<file path="config.mk">
export PLATFORM = sky130hd
export DESIGN_NAME = decode_top
export DESIGN_NICKNAME = d
export VERILOG_FILES = /design/src/verilog/cpu_types_pkg.sv /design/src/verilog/decode_top.sv /design/src/verilog/decode_stage.sv /design/src/verilog/instr_latch.sv /design/src/verilog/register_file.sv /design/src/verilog/control_unit.sv
export SDC_FILE = /design/constraint.sdc
export NUM_CORES = 2
export LEC_CHECK = 0
export ABC_CLOCK_PERIOD_IN_PS = 6700
export BUFFER_PORTS_ARGS = -buffer_cell sky130_fd_sc_hd__buf_2
export CAP_MARGIN = 20
export CORE_MARGIN = 1
export CORE_UTILIZATION = 30
export CTS_BUF_LIST = sky130_fd_sc_hd__clkbuf_8
export DETAILED_ROUTE_END_ITERATION = 10
export GPL_TIMING_DRIVEN = 0
export HOLD_SLACK_MARGIN = 0.12
export SLEW_MARGIN = 20
export SYNTH_ARGS = -nofsm -noshare
export SYNTH_HDL_FRONTEND = slang
export SYNTH_SLANG_ARGS = --single-unit
</file>
<file path="constraint.sdc">
create_clock -name CLK -period 6.7 [get_ports CLK]
set_clock_uncertainty 0.2 [all_clocks]
set_input_delay 1.675 -clock CLK [delete_from_list [all_inputs] [get_ports CLK]]
set_output_delay 1.675 -clock CLK [all_outputs]
set_load 0.01 [all_outputs]
</file>
<file path="src/verilog/cpu_types_pkg.sv">
// CPU types package: field widths, opcode and funct codes, decode enums
package cpu_types_pkg;

  // Widths that carry a meaning
  typedef logic [31:0] word_t;
  typedef logic [4:0]  regsel_t;
  typedef logic [5:0]  opcode_t;
  typedef logic [5:0]  funct_t;
  typedef logic [15:0] imm_t;
  typedef logic [25:0] joff_t;

  // Major opcodes
  localparam opcode_t OP_RTYPE = 6'h00;
  localparam opcode_t OP_J     = 6'h02;
  localparam opcode_t OP_JAL   = 6'h03;
  localparam opcode_t OP_BEQ   = 6'h04;
  localparam opcode_t OP_BNE   = 6'h05;
  localparam opcode_t OP_ADDIU = 6'h09;
  localparam opcode_t OP_SLTI  = 6'h0A;
  localparam opcode_t OP_ANDI  = 6'h0C;
  localparam opcode_t OP_ORI   = 6'h0D;
  localparam opcode_t OP_LUI   = 6'h0F;
  localparam opcode_t OP_LW    = 6'h23;
  localparam opcode_t OP_SW    = 6'h2B;
  localparam opcode_t OP_HALT  = 6'h3F;

  // R-type function codes
  localparam funct_t FN_SLL  = 6'h00;
  localparam funct_t FN_JR   = 6'h08;
  localparam funct_t FN_ADDU = 6'h21;
  localparam funct_t FN_SUBU = 6'h23;
  localparam funct_t FN_AND  = 6'h24;
  localparam funct_t FN_OR   = 6'h25;
  localparam funct_t FN_SLT  = 6'h2A;

  typedef enum logic [2:0] {
    ALU_ADD = 3'd0,
    ALU_SUB = 3'd1,
    ALU_AND = 3'd2,
    ALU_OR  = 3'd3,
    ALU_SLT = 3'd4,
    ALU_SLL = 3'd5,
    ALU_LUI = 3'd6
  } aluop_t;

  typedef enum logic [2:0] {
    PC_NEXT = 3'd0,
    PC_BEQ  = 3'd1,
    PC_BNE  = 3'd2,
    PC_JUMP = 3'd3,
    PC_JR   = 3'd4
  } pcsrc_t;

  // Return address register for JAL
  localparam regsel_t LINK_REG = 5'd31;

endpackage
</file>
<file path="src/verilog/decode_top.sv">
// Decode top: fetch/decode latch feeding the decode stage
`timescale 1ns/10ps

module decode_top import cpu_types_pkg::*; (
  input  logic    CLK,
  input  logic    rst,
  input  logic    instr_req,
  output logic    instr_ack,
  input  word_t   instr,
  input  word_t   pc,
  input  logic    wb_en,
  input  regsel_t wb_sel,
  input  word_t   wb_data,
  output logic    dec_valid,
  input  logic    dec_ready,
  output logic    halt,
  output logic    reg_wr,
  output logic    mem_to_reg,
  output logic    wr_link,
  output logic    mem_rd,
  output logic    mem_wr,
  output logic    alu_src,
  output pcsrc_t  pc_src,
  output aluop_t  alu_op,
  output regsel_t wsel,
  output regsel_t rs,
  output regsel_t rt,
  output word_t   ext_out,
  output word_t   rdat1,
  output word_t   rdat2,
  output word_t   dec_pc,
  output joff_t   j_offset
);

  word_t lat_instr;
  word_t lat_pc;

  // Valid is the latch occupancy
  instr_latch latch (
    .CLK       (CLK),
    .rst       (rst),
    .instr_req (instr_req),
    .instr_ack (instr_ack),
    .instr     (instr),
    .pc        (pc),
    .dec_ready (dec_ready),
    .full      (dec_valid),
    .lat_instr (lat_instr),
    .lat_pc    (lat_pc)
  );

  decode_stage decode (
    .CLK        (CLK),
    .rst        (rst),
    .lat_instr  (lat_instr),
    .lat_pc     (lat_pc),
    .wb_en      (wb_en),
    .wb_sel     (wb_sel),
    .wb_data    (wb_data),
    .halt       (halt),
    .reg_wr     (reg_wr),
    .mem_to_reg (mem_to_reg),
    .wr_link    (wr_link),
    .mem_rd     (mem_rd),
    .mem_wr     (mem_wr),
    .alu_src    (alu_src),
    .pc_src     (pc_src),
    .alu_op     (alu_op),
    .wsel       (wsel),
    .rs         (rs),
    .rt         (rt),
    .ext_out    (ext_out),
    .rdat1      (rdat1),
    .rdat2      (rdat2),
    .dec_pc     (dec_pc),
    .j_offset   (j_offset)
  );

endmodule

</file>
<file path="src/verilog/decode_stage.sv">
// Decode stage: field split, immediate extend, dest select, controls and reg reads
`timescale 1ns/10ps

module decode_stage import cpu_types_pkg::*; (
  input  logic    CLK,
  input  logic    rst,
  input  word_t   lat_instr,
  input  word_t   lat_pc,
  input  logic    wb_en,
  input  regsel_t wb_sel,
  input  word_t   wb_data,
  output logic    halt,
  output logic    reg_wr,
  output logic    mem_to_reg,
  output logic    wr_link,
  output logic    mem_rd,
  output logic    mem_wr,
  output logic    alu_src,
  output pcsrc_t  pc_src,
  output aluop_t  alu_op,
  output regsel_t wsel,
  output regsel_t rs,
  output regsel_t rt,
  output word_t   ext_out,
  output word_t   rdat1,
  output word_t   rdat2,
  output word_t   dec_pc,
  output joff_t   j_offset
);

  opcode_t opcode;
  funct_t  funct;
  regsel_t rd;
  imm_t    imm;
  logic    reg_dst;
  logic    ext_op;
  logic    shift_up;

  // Instruction fields
  assign opcode   = lat_instr[31:26];
  assign rs       = lat_instr[25:21];
  assign rt       = lat_instr[20:16];
  assign rd       = lat_instr[15:11];
  assign funct    = lat_instr[5:0];
  assign imm      = lat_instr[15:0];
  assign j_offset = lat_instr[25:0];
  assign dec_pc   = lat_pc;

  control_unit ctrl (
    .opcode     (opcode),
    .funct      (funct),
    .reg_wr     (reg_wr),
    .reg_dst    (reg_dst),
    .wr_link    (wr_link),
    .mem_to_reg (mem_to_reg),
    .mem_rd     (mem_rd),
    .mem_wr     (mem_wr),
    .alu_src    (alu_src),
    .ext_op     (ext_op),
    .shift_up   (shift_up),
    .halt       (halt),
    .alu_op     (alu_op),
    .pc_src     (pc_src)
  );

  register_file regs (
    .CLK   (CLK),
    .rst   (rst),
    .rsel1 (rs),
    .rsel2 (rt),
    .rdat1 (rdat1),
    .rdat2 (rdat2),
    .wen   (wb_en),
    .wsel  (wb_sel),
    .wdat  (wb_data)
  );

  // Sign extend, upper shift, else zero extend
  always_comb begin
    ext_out = {16'h0000, imm};
    if (ext_op && imm[15]) begin
      ext_out = {16'hffff, imm};
    end else if (shift_up) begin
      ext_out = {imm, 16'h0000};
    end
  end

  // Link write goes to r31
  assign wsel = wr_link ? LINK_REG : (reg_dst ? rd : rt);

endmodule

</file>
<file path="src/verilog/instr_latch.sv">
// Fetch/decode latch: four-phase req/ack receiver holding one instruction and PC
`timescale 1ns/10ps

module instr_latch import cpu_types_pkg::*; (
  input  logic  CLK,
  input  logic  rst,
  input  logic  instr_req,
  output logic  instr_ack,
  input  word_t instr,
  input  word_t pc,
  input  logic  dec_ready,
  output logic  full,
  output word_t lat_instr,
  output word_t lat_pc
);

  logic capture;

  // Accept a new request only when empty and the last ack has dropped
  assign capture = instr_req && !instr_ack && !full;

  always_ff @(posedge CLK) begin
    if (rst) begin
      instr_ack <= 1'b0;
    end else if (capture) begin
      instr_ack <= 1'b1;
    end else if (!instr_req) begin
      // Return to zero phase
      instr_ack <= 1'b0;
    end
  end

  always_ff @(posedge CLK) begin
    if (rst) begin
      full <= 1'b0;
    end else if (capture) begin
      full <= 1'b1;
    end else if (dec_ready) begin
      // Downstream took the bundle
      full <= 1'b0;
    end
  end

  always_ff @(posedge CLK) begin
    if (capture) begin
      lat_instr <= instr;
      lat_pc    <= pc;
    end
  end

endmodule

</file>
<file path="src/verilog/register_file.sv">
// Register file: 32 x 32-bit, two combinational reads, one synchronous write
`timescale 1ns/10ps

module register_file import cpu_types_pkg::*; (
  input  logic    CLK,
  input  logic    rst,
  input  regsel_t rsel1,
  input  regsel_t rsel2,
  output word_t   rdat1,
  output word_t   rdat2,
  input  logic    wen,
  input  regsel_t wsel,
  input  word_t   wdat
);

  word_t regs [32];

  always_ff @(posedge CLK) begin
    if (rst) begin
      for (int i = 0; i < 32; i++) begin
        regs[i] <= '0;
      end
    end else if (wen && wsel != '0) begin
      regs[wsel] <= wdat;
    end
  end

  // Register 0 reads zero, no write bypass
  assign rdat1 = (rsel1 == '0) ? '0 : regs[rsel1];
  assign rdat2 = (rsel2 == '0) ? '0 : regs[rsel2];

endmodule

</file>
<file path="src/verilog/control_unit.sv">
// Control unit: combinational decode of opcode and funct into datapath controls
`timescale 1ns/10ps

module control_unit import cpu_types_pkg::*; (
  input  opcode_t opcode,
  input  funct_t  funct,
  output logic    reg_wr,
  output logic    reg_dst,
  output logic    wr_link,
  output logic    mem_to_reg,
  output logic    mem_rd,
  output logic    mem_wr,
  output logic    alu_src,
  output logic    ext_op,
  output logic    shift_up,
  output logic    halt,
  output aluop_t  alu_op,
  output pcsrc_t  pc_src
);

  always_comb begin
    // Inactive unless an instruction below says otherwise
    reg_wr     = 1'b0;
    reg_dst    = 1'b0;
    wr_link    = 1'b0;
    mem_to_reg = 1'b0;
    mem_rd     = 1'b0;
    mem_wr     = 1'b0;
    alu_src    = 1'b0;
    ext_op     = 1'b0;
    shift_up   = 1'b0;
    halt       = 1'b0;
    alu_op     = ALU_ADD;
    pc_src     = PC_NEXT;

    case (opcode)
      OP_RTYPE: begin
        reg_dst = 1'b1;
        case (funct)
          FN_SLL:  begin reg_wr = 1'b1; alu_op = ALU_SLL; end
          FN_ADDU: begin reg_wr = 1'b1; alu_op = ALU_ADD; end
          FN_SUBU: begin reg_wr = 1'b1; alu_op = ALU_SUB; end
          FN_AND:  begin reg_wr = 1'b1; alu_op = ALU_AND; end
          FN_OR:   begin reg_wr = 1'b1; alu_op = ALU_OR;  end
          FN_SLT:  begin reg_wr = 1'b1; alu_op = ALU_SLT; end
          FN_JR:   pc_src = PC_JR;
          default: reg_dst = 1'b0;
        endcase
      end
      OP_J:     pc_src = PC_JUMP;
      OP_JAL: begin
        pc_src  = PC_JUMP;
        reg_wr  = 1'b1;
        wr_link = 1'b1;
      end
      // Branch compare is a subtract, offset sign-extended
      OP_BEQ:   begin pc_src = PC_BEQ; alu_op = ALU_SUB; ext_op = 1'b1; end
      OP_BNE:   begin pc_src = PC_BNE; alu_op = ALU_SUB; ext_op = 1'b1; end
      OP_ADDIU: begin reg_wr = 1'b1; alu_src = 1'b1; ext_op = 1'b1; end
      OP_SLTI: begin
        reg_wr  = 1'b1;
        alu_src = 1'b1;
        ext_op  = 1'b1;
        alu_op  = ALU_SLT;
      end
      OP_ANDI:  begin reg_wr = 1'b1; alu_src = 1'b1; alu_op = ALU_AND; end
      OP_ORI:   begin reg_wr = 1'b1; alu_src = 1'b1; alu_op = ALU_OR; end
      OP_LUI: begin
        reg_wr   = 1'b1;
        alu_src  = 1'b1;
        shift_up = 1'b1;
        alu_op   = ALU_LUI;
      end
      OP_LW: begin
        reg_wr     = 1'b1;
        mem_to_reg = 1'b1;
        mem_rd     = 1'b1;
        alu_src    = 1'b1;
        ext_op     = 1'b1;
      end
      OP_SW:    begin mem_wr = 1'b1; alu_src = 1'b1; ext_op = 1'b1; end
      OP_HALT:  halt = 1'b1;
      default:  ;
    endcase
  end

endmodule

</file>
# Yosys cells after proc, flatten, opt, wreduce, memory -nomap -nowiden
# Memory sizes are Yosys's and may differ from the RTL's. A register that Yosys moved wholly into a read port is not among the register bits.
# Cells that the tools add are included.
[totals]
mem_bits_rw = 1024
regBits = 66
in_bits = 106
memories = 1
[op_classes]
eq_ne = 19
mux = 35
n_reduce_logical = 20
[memory_table]
columns = ["memory", "words", "width", "rd", "rd_ports_with_merged_regs", "wr", "line", "text"]
rows = [
  ["decode.regs.regs", 32, 32, 2, 2, 32, "register_file.sv:16", "word_t regs [32];"],
]
[op_table]
columns = ["operator", "count"]
rows = [
  ["$mux 32", 5],
  ["$eq 6x6->1 const B", 8],
  ["$eq 6x4->1 const B", 6],
  ["$reduce_or 32->1", 1],
  ["$mux 5", 5],
  ["$reduce_or 7->1", 3],
  ["$mux 1", 20],
  ["$pmux 3 s6", 1],
  ["$pmux 3 s5", 1],
  ["$eq 6x2->1 const B", 2],
  ["$eq 6x3->1 const B", 2],
  ["$logic_not 6->1", 2],
  ["$pmux 3 s4", 1],
  ["$reduce_or 6->1", 2],
  ["$logic_not 5->1", 2],
  ["$reduce_bool 5->1", 1],
  ["$logic_and 1x1->1", 4],
  ["$reduce_or 2->1", 2],
  ["$mux 3", 1],
  ["$logic_not 1->1", 2],
  ["$ne 2x1->1 const B", 1],
  ["$pmux 1 s2", 1],
  ["$reduce_bool 2->1", 1],
]

# Logic depth before layout (Yosys ltp)
[depth]
depth_word = 7
depth_mapped = 8
ltp_nobuf = 5

# Cells and area by module
# From an unflattened synthesis, not the netlist that was laid out.
[hier_totals]
cells_unflattened = 3790
hier_area_um2 = 57581.5
[modules_own_cells]
columns = ["module", "area_each_um2", "cells_per_inst", "instances"]
rows = [
  ["register_file", 54229.5, 3502, 1],
  ["instr_latch", 2006.9, 71, 1],
  ["decode_stage", 865.8, 133, 1],
  ["control_unit", 479.2, 84, 1],
]

# Worst setup path after synthesis
# No wires, ideal clock.
[synth_path]
path_type = "input to register"
startpoint = "input instr_req"
endpoint = "register with a tool-made name"
required_ps = 6374
cell_stages = 3
n_path_buf = 1
setup_slack_ps = 1896
t_arrival_ps = 4478
path_cell_list = "nor3b_1 -> clkbuf_1 -> mux2_2"
[synth_rtl]
columns = ["item", "line", "text"]
rows = [
  ["start: declaration", "decode_top.sv:7", "input logic instr_req,"],
]

==> results.txt <==
status: finished clean
Fillers: 18400
fin nets: 4315
vias in the first global route: 37300
vias: 37500
Fin Hold WS: 342 ps
EDFF count, synth: 1088
Ys Warns: 0
TNS Setup: 0 ps
Post-Synthesis Cells: 3700
Most used DFF post-synth: edfxtp_1
Setup CP Type: reg -> out
largest net degree at the start of global routing: 54
H-tree depth: 4
CTS sink cnt: 1100
RSZ-0062 raised after global routing: false
GR peak layer: met2
cell area power density: 259 nW/um^2
Place WS: 982 ps
hold crit path type: reg -> reg
Clock Power Share: 32.9%
Syn Std Cell Area: 57800 sq um
register area share after synthesis: 56.9%
Sequential Power Share: 47.8%
Leak: 22.9 nW
Net Switching: 5.08 mW
RD Place Congestion: 0.958
postcts setup bufs: 0
final setup fails: 0
total CTS buffers: 178
GRT Total Usage: 21.0%
Clock Tree Root: clkbuf_8
first-pass GRT wire length: 282000 microns
Avg Synthesized Cell Area: 15.6 sq um
fraction of layout cells with a size suffix above 1: 30.4%
Clk Latency, worst-skew pair: 930 ps
Reg clk slew, reported paths: 60 ps
Non-Filler Instances: 6875
DRT antenna net count: 0
CTS tree: done
HPWL Detailed: 148000 microns
Cells after DPL: 6533
Area Growth Syn to Fin: 14.3%
initial core utilization: 30.3%
critical path fanouts, max: 10
cts hold-fix bufs: 0
CP arrival: 4700 ps
Iteration-0 DRC Markers: 4607
initial antenna violation count: 22
Slew headroom: 20.4%
Avg WL per Cell: 30.4 microns
I/O pin cnt: 290
Critical Path RT: 4830 ps
Combinational Power Share: 19.3%
Max-Cap Viols: 0
Pins Over Slew Limit: 0
GR Overflow Total: 0
switch share: 29.8%
Via density: 5.45
total power: 17.1 mW
DRC Markers: 0
I/O Buffers: 289
dpl cell area: 62600 sq um
Rows: 160
worst-case clock buffer depth: 3
crit start category: flip-flop
share of flip-flops with an asynchronous set or reset: 0%
min cycle time layout: 6570 ps
Fmax: 152 MHz
met3 Usage GRT: 4.76%
die span in y: 441 microns
M2 GR Usage: 33.7%
Final Hold Viols: 0
DR pass1 iterations: 6
setup ws final: 129 ps
DIE AREA: 194000 sq um
Core Region: 191000 sq um
met1 Resource Use GR: 26.8%
Critical Path Sink Type: primary output
Max VDD drop: 0.212 mV
#FFs+latches synth: 1100
fin crit share: 98.1%
final instance area: 66000 sq um
Pint: 12.0 mW
Die Span X: 441 microns
Routed WL: 209000 microns
Worst-Margin Slew: 1190 ps
Cell variety after synth: 42
final core area utilization: 34.6%
[sequential cells by signal, summed over array words and instances, names as in the netlist, named ones only]
name and flops:
latch.lat_instr 32, latch.lat_pc 32, latch.full 1, decode.regs.regs 1024, latch.instr_ack 1
[layer usage]
layer | up-vias | share of wire [%] | routed length, microns
li1 | 15300 | - | -
met1 | 19400 | 39 | 81200
met2 | 2245 | 47 | 97800
met3 | 472 | 9.4 | 19700
met4 | 8 | 5.0 | 10400
met5 | - | 0.089 | 187
[worst max-delay path, cell delays in order (launching register included)]
cell and delay [ps]:
dfxtp_1 900, clkbuf_2 630, buf_2 490, mux2i_1 340
nor2_1 120, a221oi_1 690, a21oi_1 330, buf_2 250
[final timing paths]
check	start	end	slack, ps	cells after the start
setup / recovery	flip-flop	rdat2[15]	130	7
hold / removal	latch.instr_ack$_SDFFE_PP0P_	latch.instr_ack$_SDFFE_PP0P_	340	2
setup reg to reg	latch.full$_SDFFE_PP0P_	flip-flop	4260	4
hold reg to reg	latch.instr_ack$_SDFFE_PP0P_	latch.instr_ack$_SDFFE_PP0P_	340	2
[power by group through the flow]
| stage | registers, mW | logic [mW] | clock network, mW |
|---|---|---|---|
| after global routing | 8.20 | 3.39 | 5.92 |
| after floorplan | 8.22 | 1.93 | 0 |
| after CTS | 8.15 | 3.26 | 5.64 |
| final | 8.16 | 3.30 | 5.62 |
| after detailed placement | 8.29 | 3.27 | 0 |
| after global placement | 8.26 | 3.24 | 0 |
[Yosys cell counts, drive strengths merged (3+ instances only)]
cell type	count	area share, %
a21o	15	0.19
a21oi	76	0.66
a221oi	64	0.97
and2	995	11
buf	108	1.5
clkbuf	301	2.0
dfxtp	12	0.42
edfxtp	1088	57
inv	6	0.039
mux2	138	2.7
mux2i	64	1.1
mux4	512	20
nand2	15	0.097
nand2b	5	0.054
nand3	16	0.14
nand3b	5	0.065
nor2	115	0.75
nor2b	23	0.25
nor3	8	0.069
nor3b	3	0.039
nor4	5	0.054
o21ai	7	0.061
o221ai	64	0.97
or2	34	0.37
or3	6	0.065
[cells by family after synthesis]
family	after synthesis	share of synthesized area [%]
buf+inv	415	3.53
simple gates	1233	12.8
other cells	1	0.00649
flops	1100	56.9
mux	714	23.8
compound gates	237	3.01
[repair_timing]
item | CTS | global route
setup endpoints to repair | 3 | 1
resized for setup | 0 | 3
hold endpoints to repair | 0 | 0
[layout make-up]
class	count	area, sq um	share of cell area (%)
Antenna cell	11	27.5	0.0417
Buffer	407	2040	3.08
Clock buffer	187	2570	3.90
Clock inverter	137	673	1.02
Inverter	6	22.5	0.0341
Multi-Input combinational cell	2216	23000	34.8
Sequential cell	1100	32900	49.8
Tap cell	2511	3140	4.76
Timing Repair Buffer	300	1670	2.53
[layout by cell type, fill, tap and decap left out, types with 67 or more instances in the layout]
| cell | count |
|---|---|
| buf_2 | 319 |
| edfxtp_1 | 1088 |
| nor2_1 | 115 |
| mux4_2 | 512 |
| a21oi_1 | 76 |
| clkbuf_1 | 280 |
| inv_1 | 67 |
| mux2_2 | 138 |
| clkbuf_8 | 187 |
| and2_1 | 995 |
(Power assumes the default switching activity.)
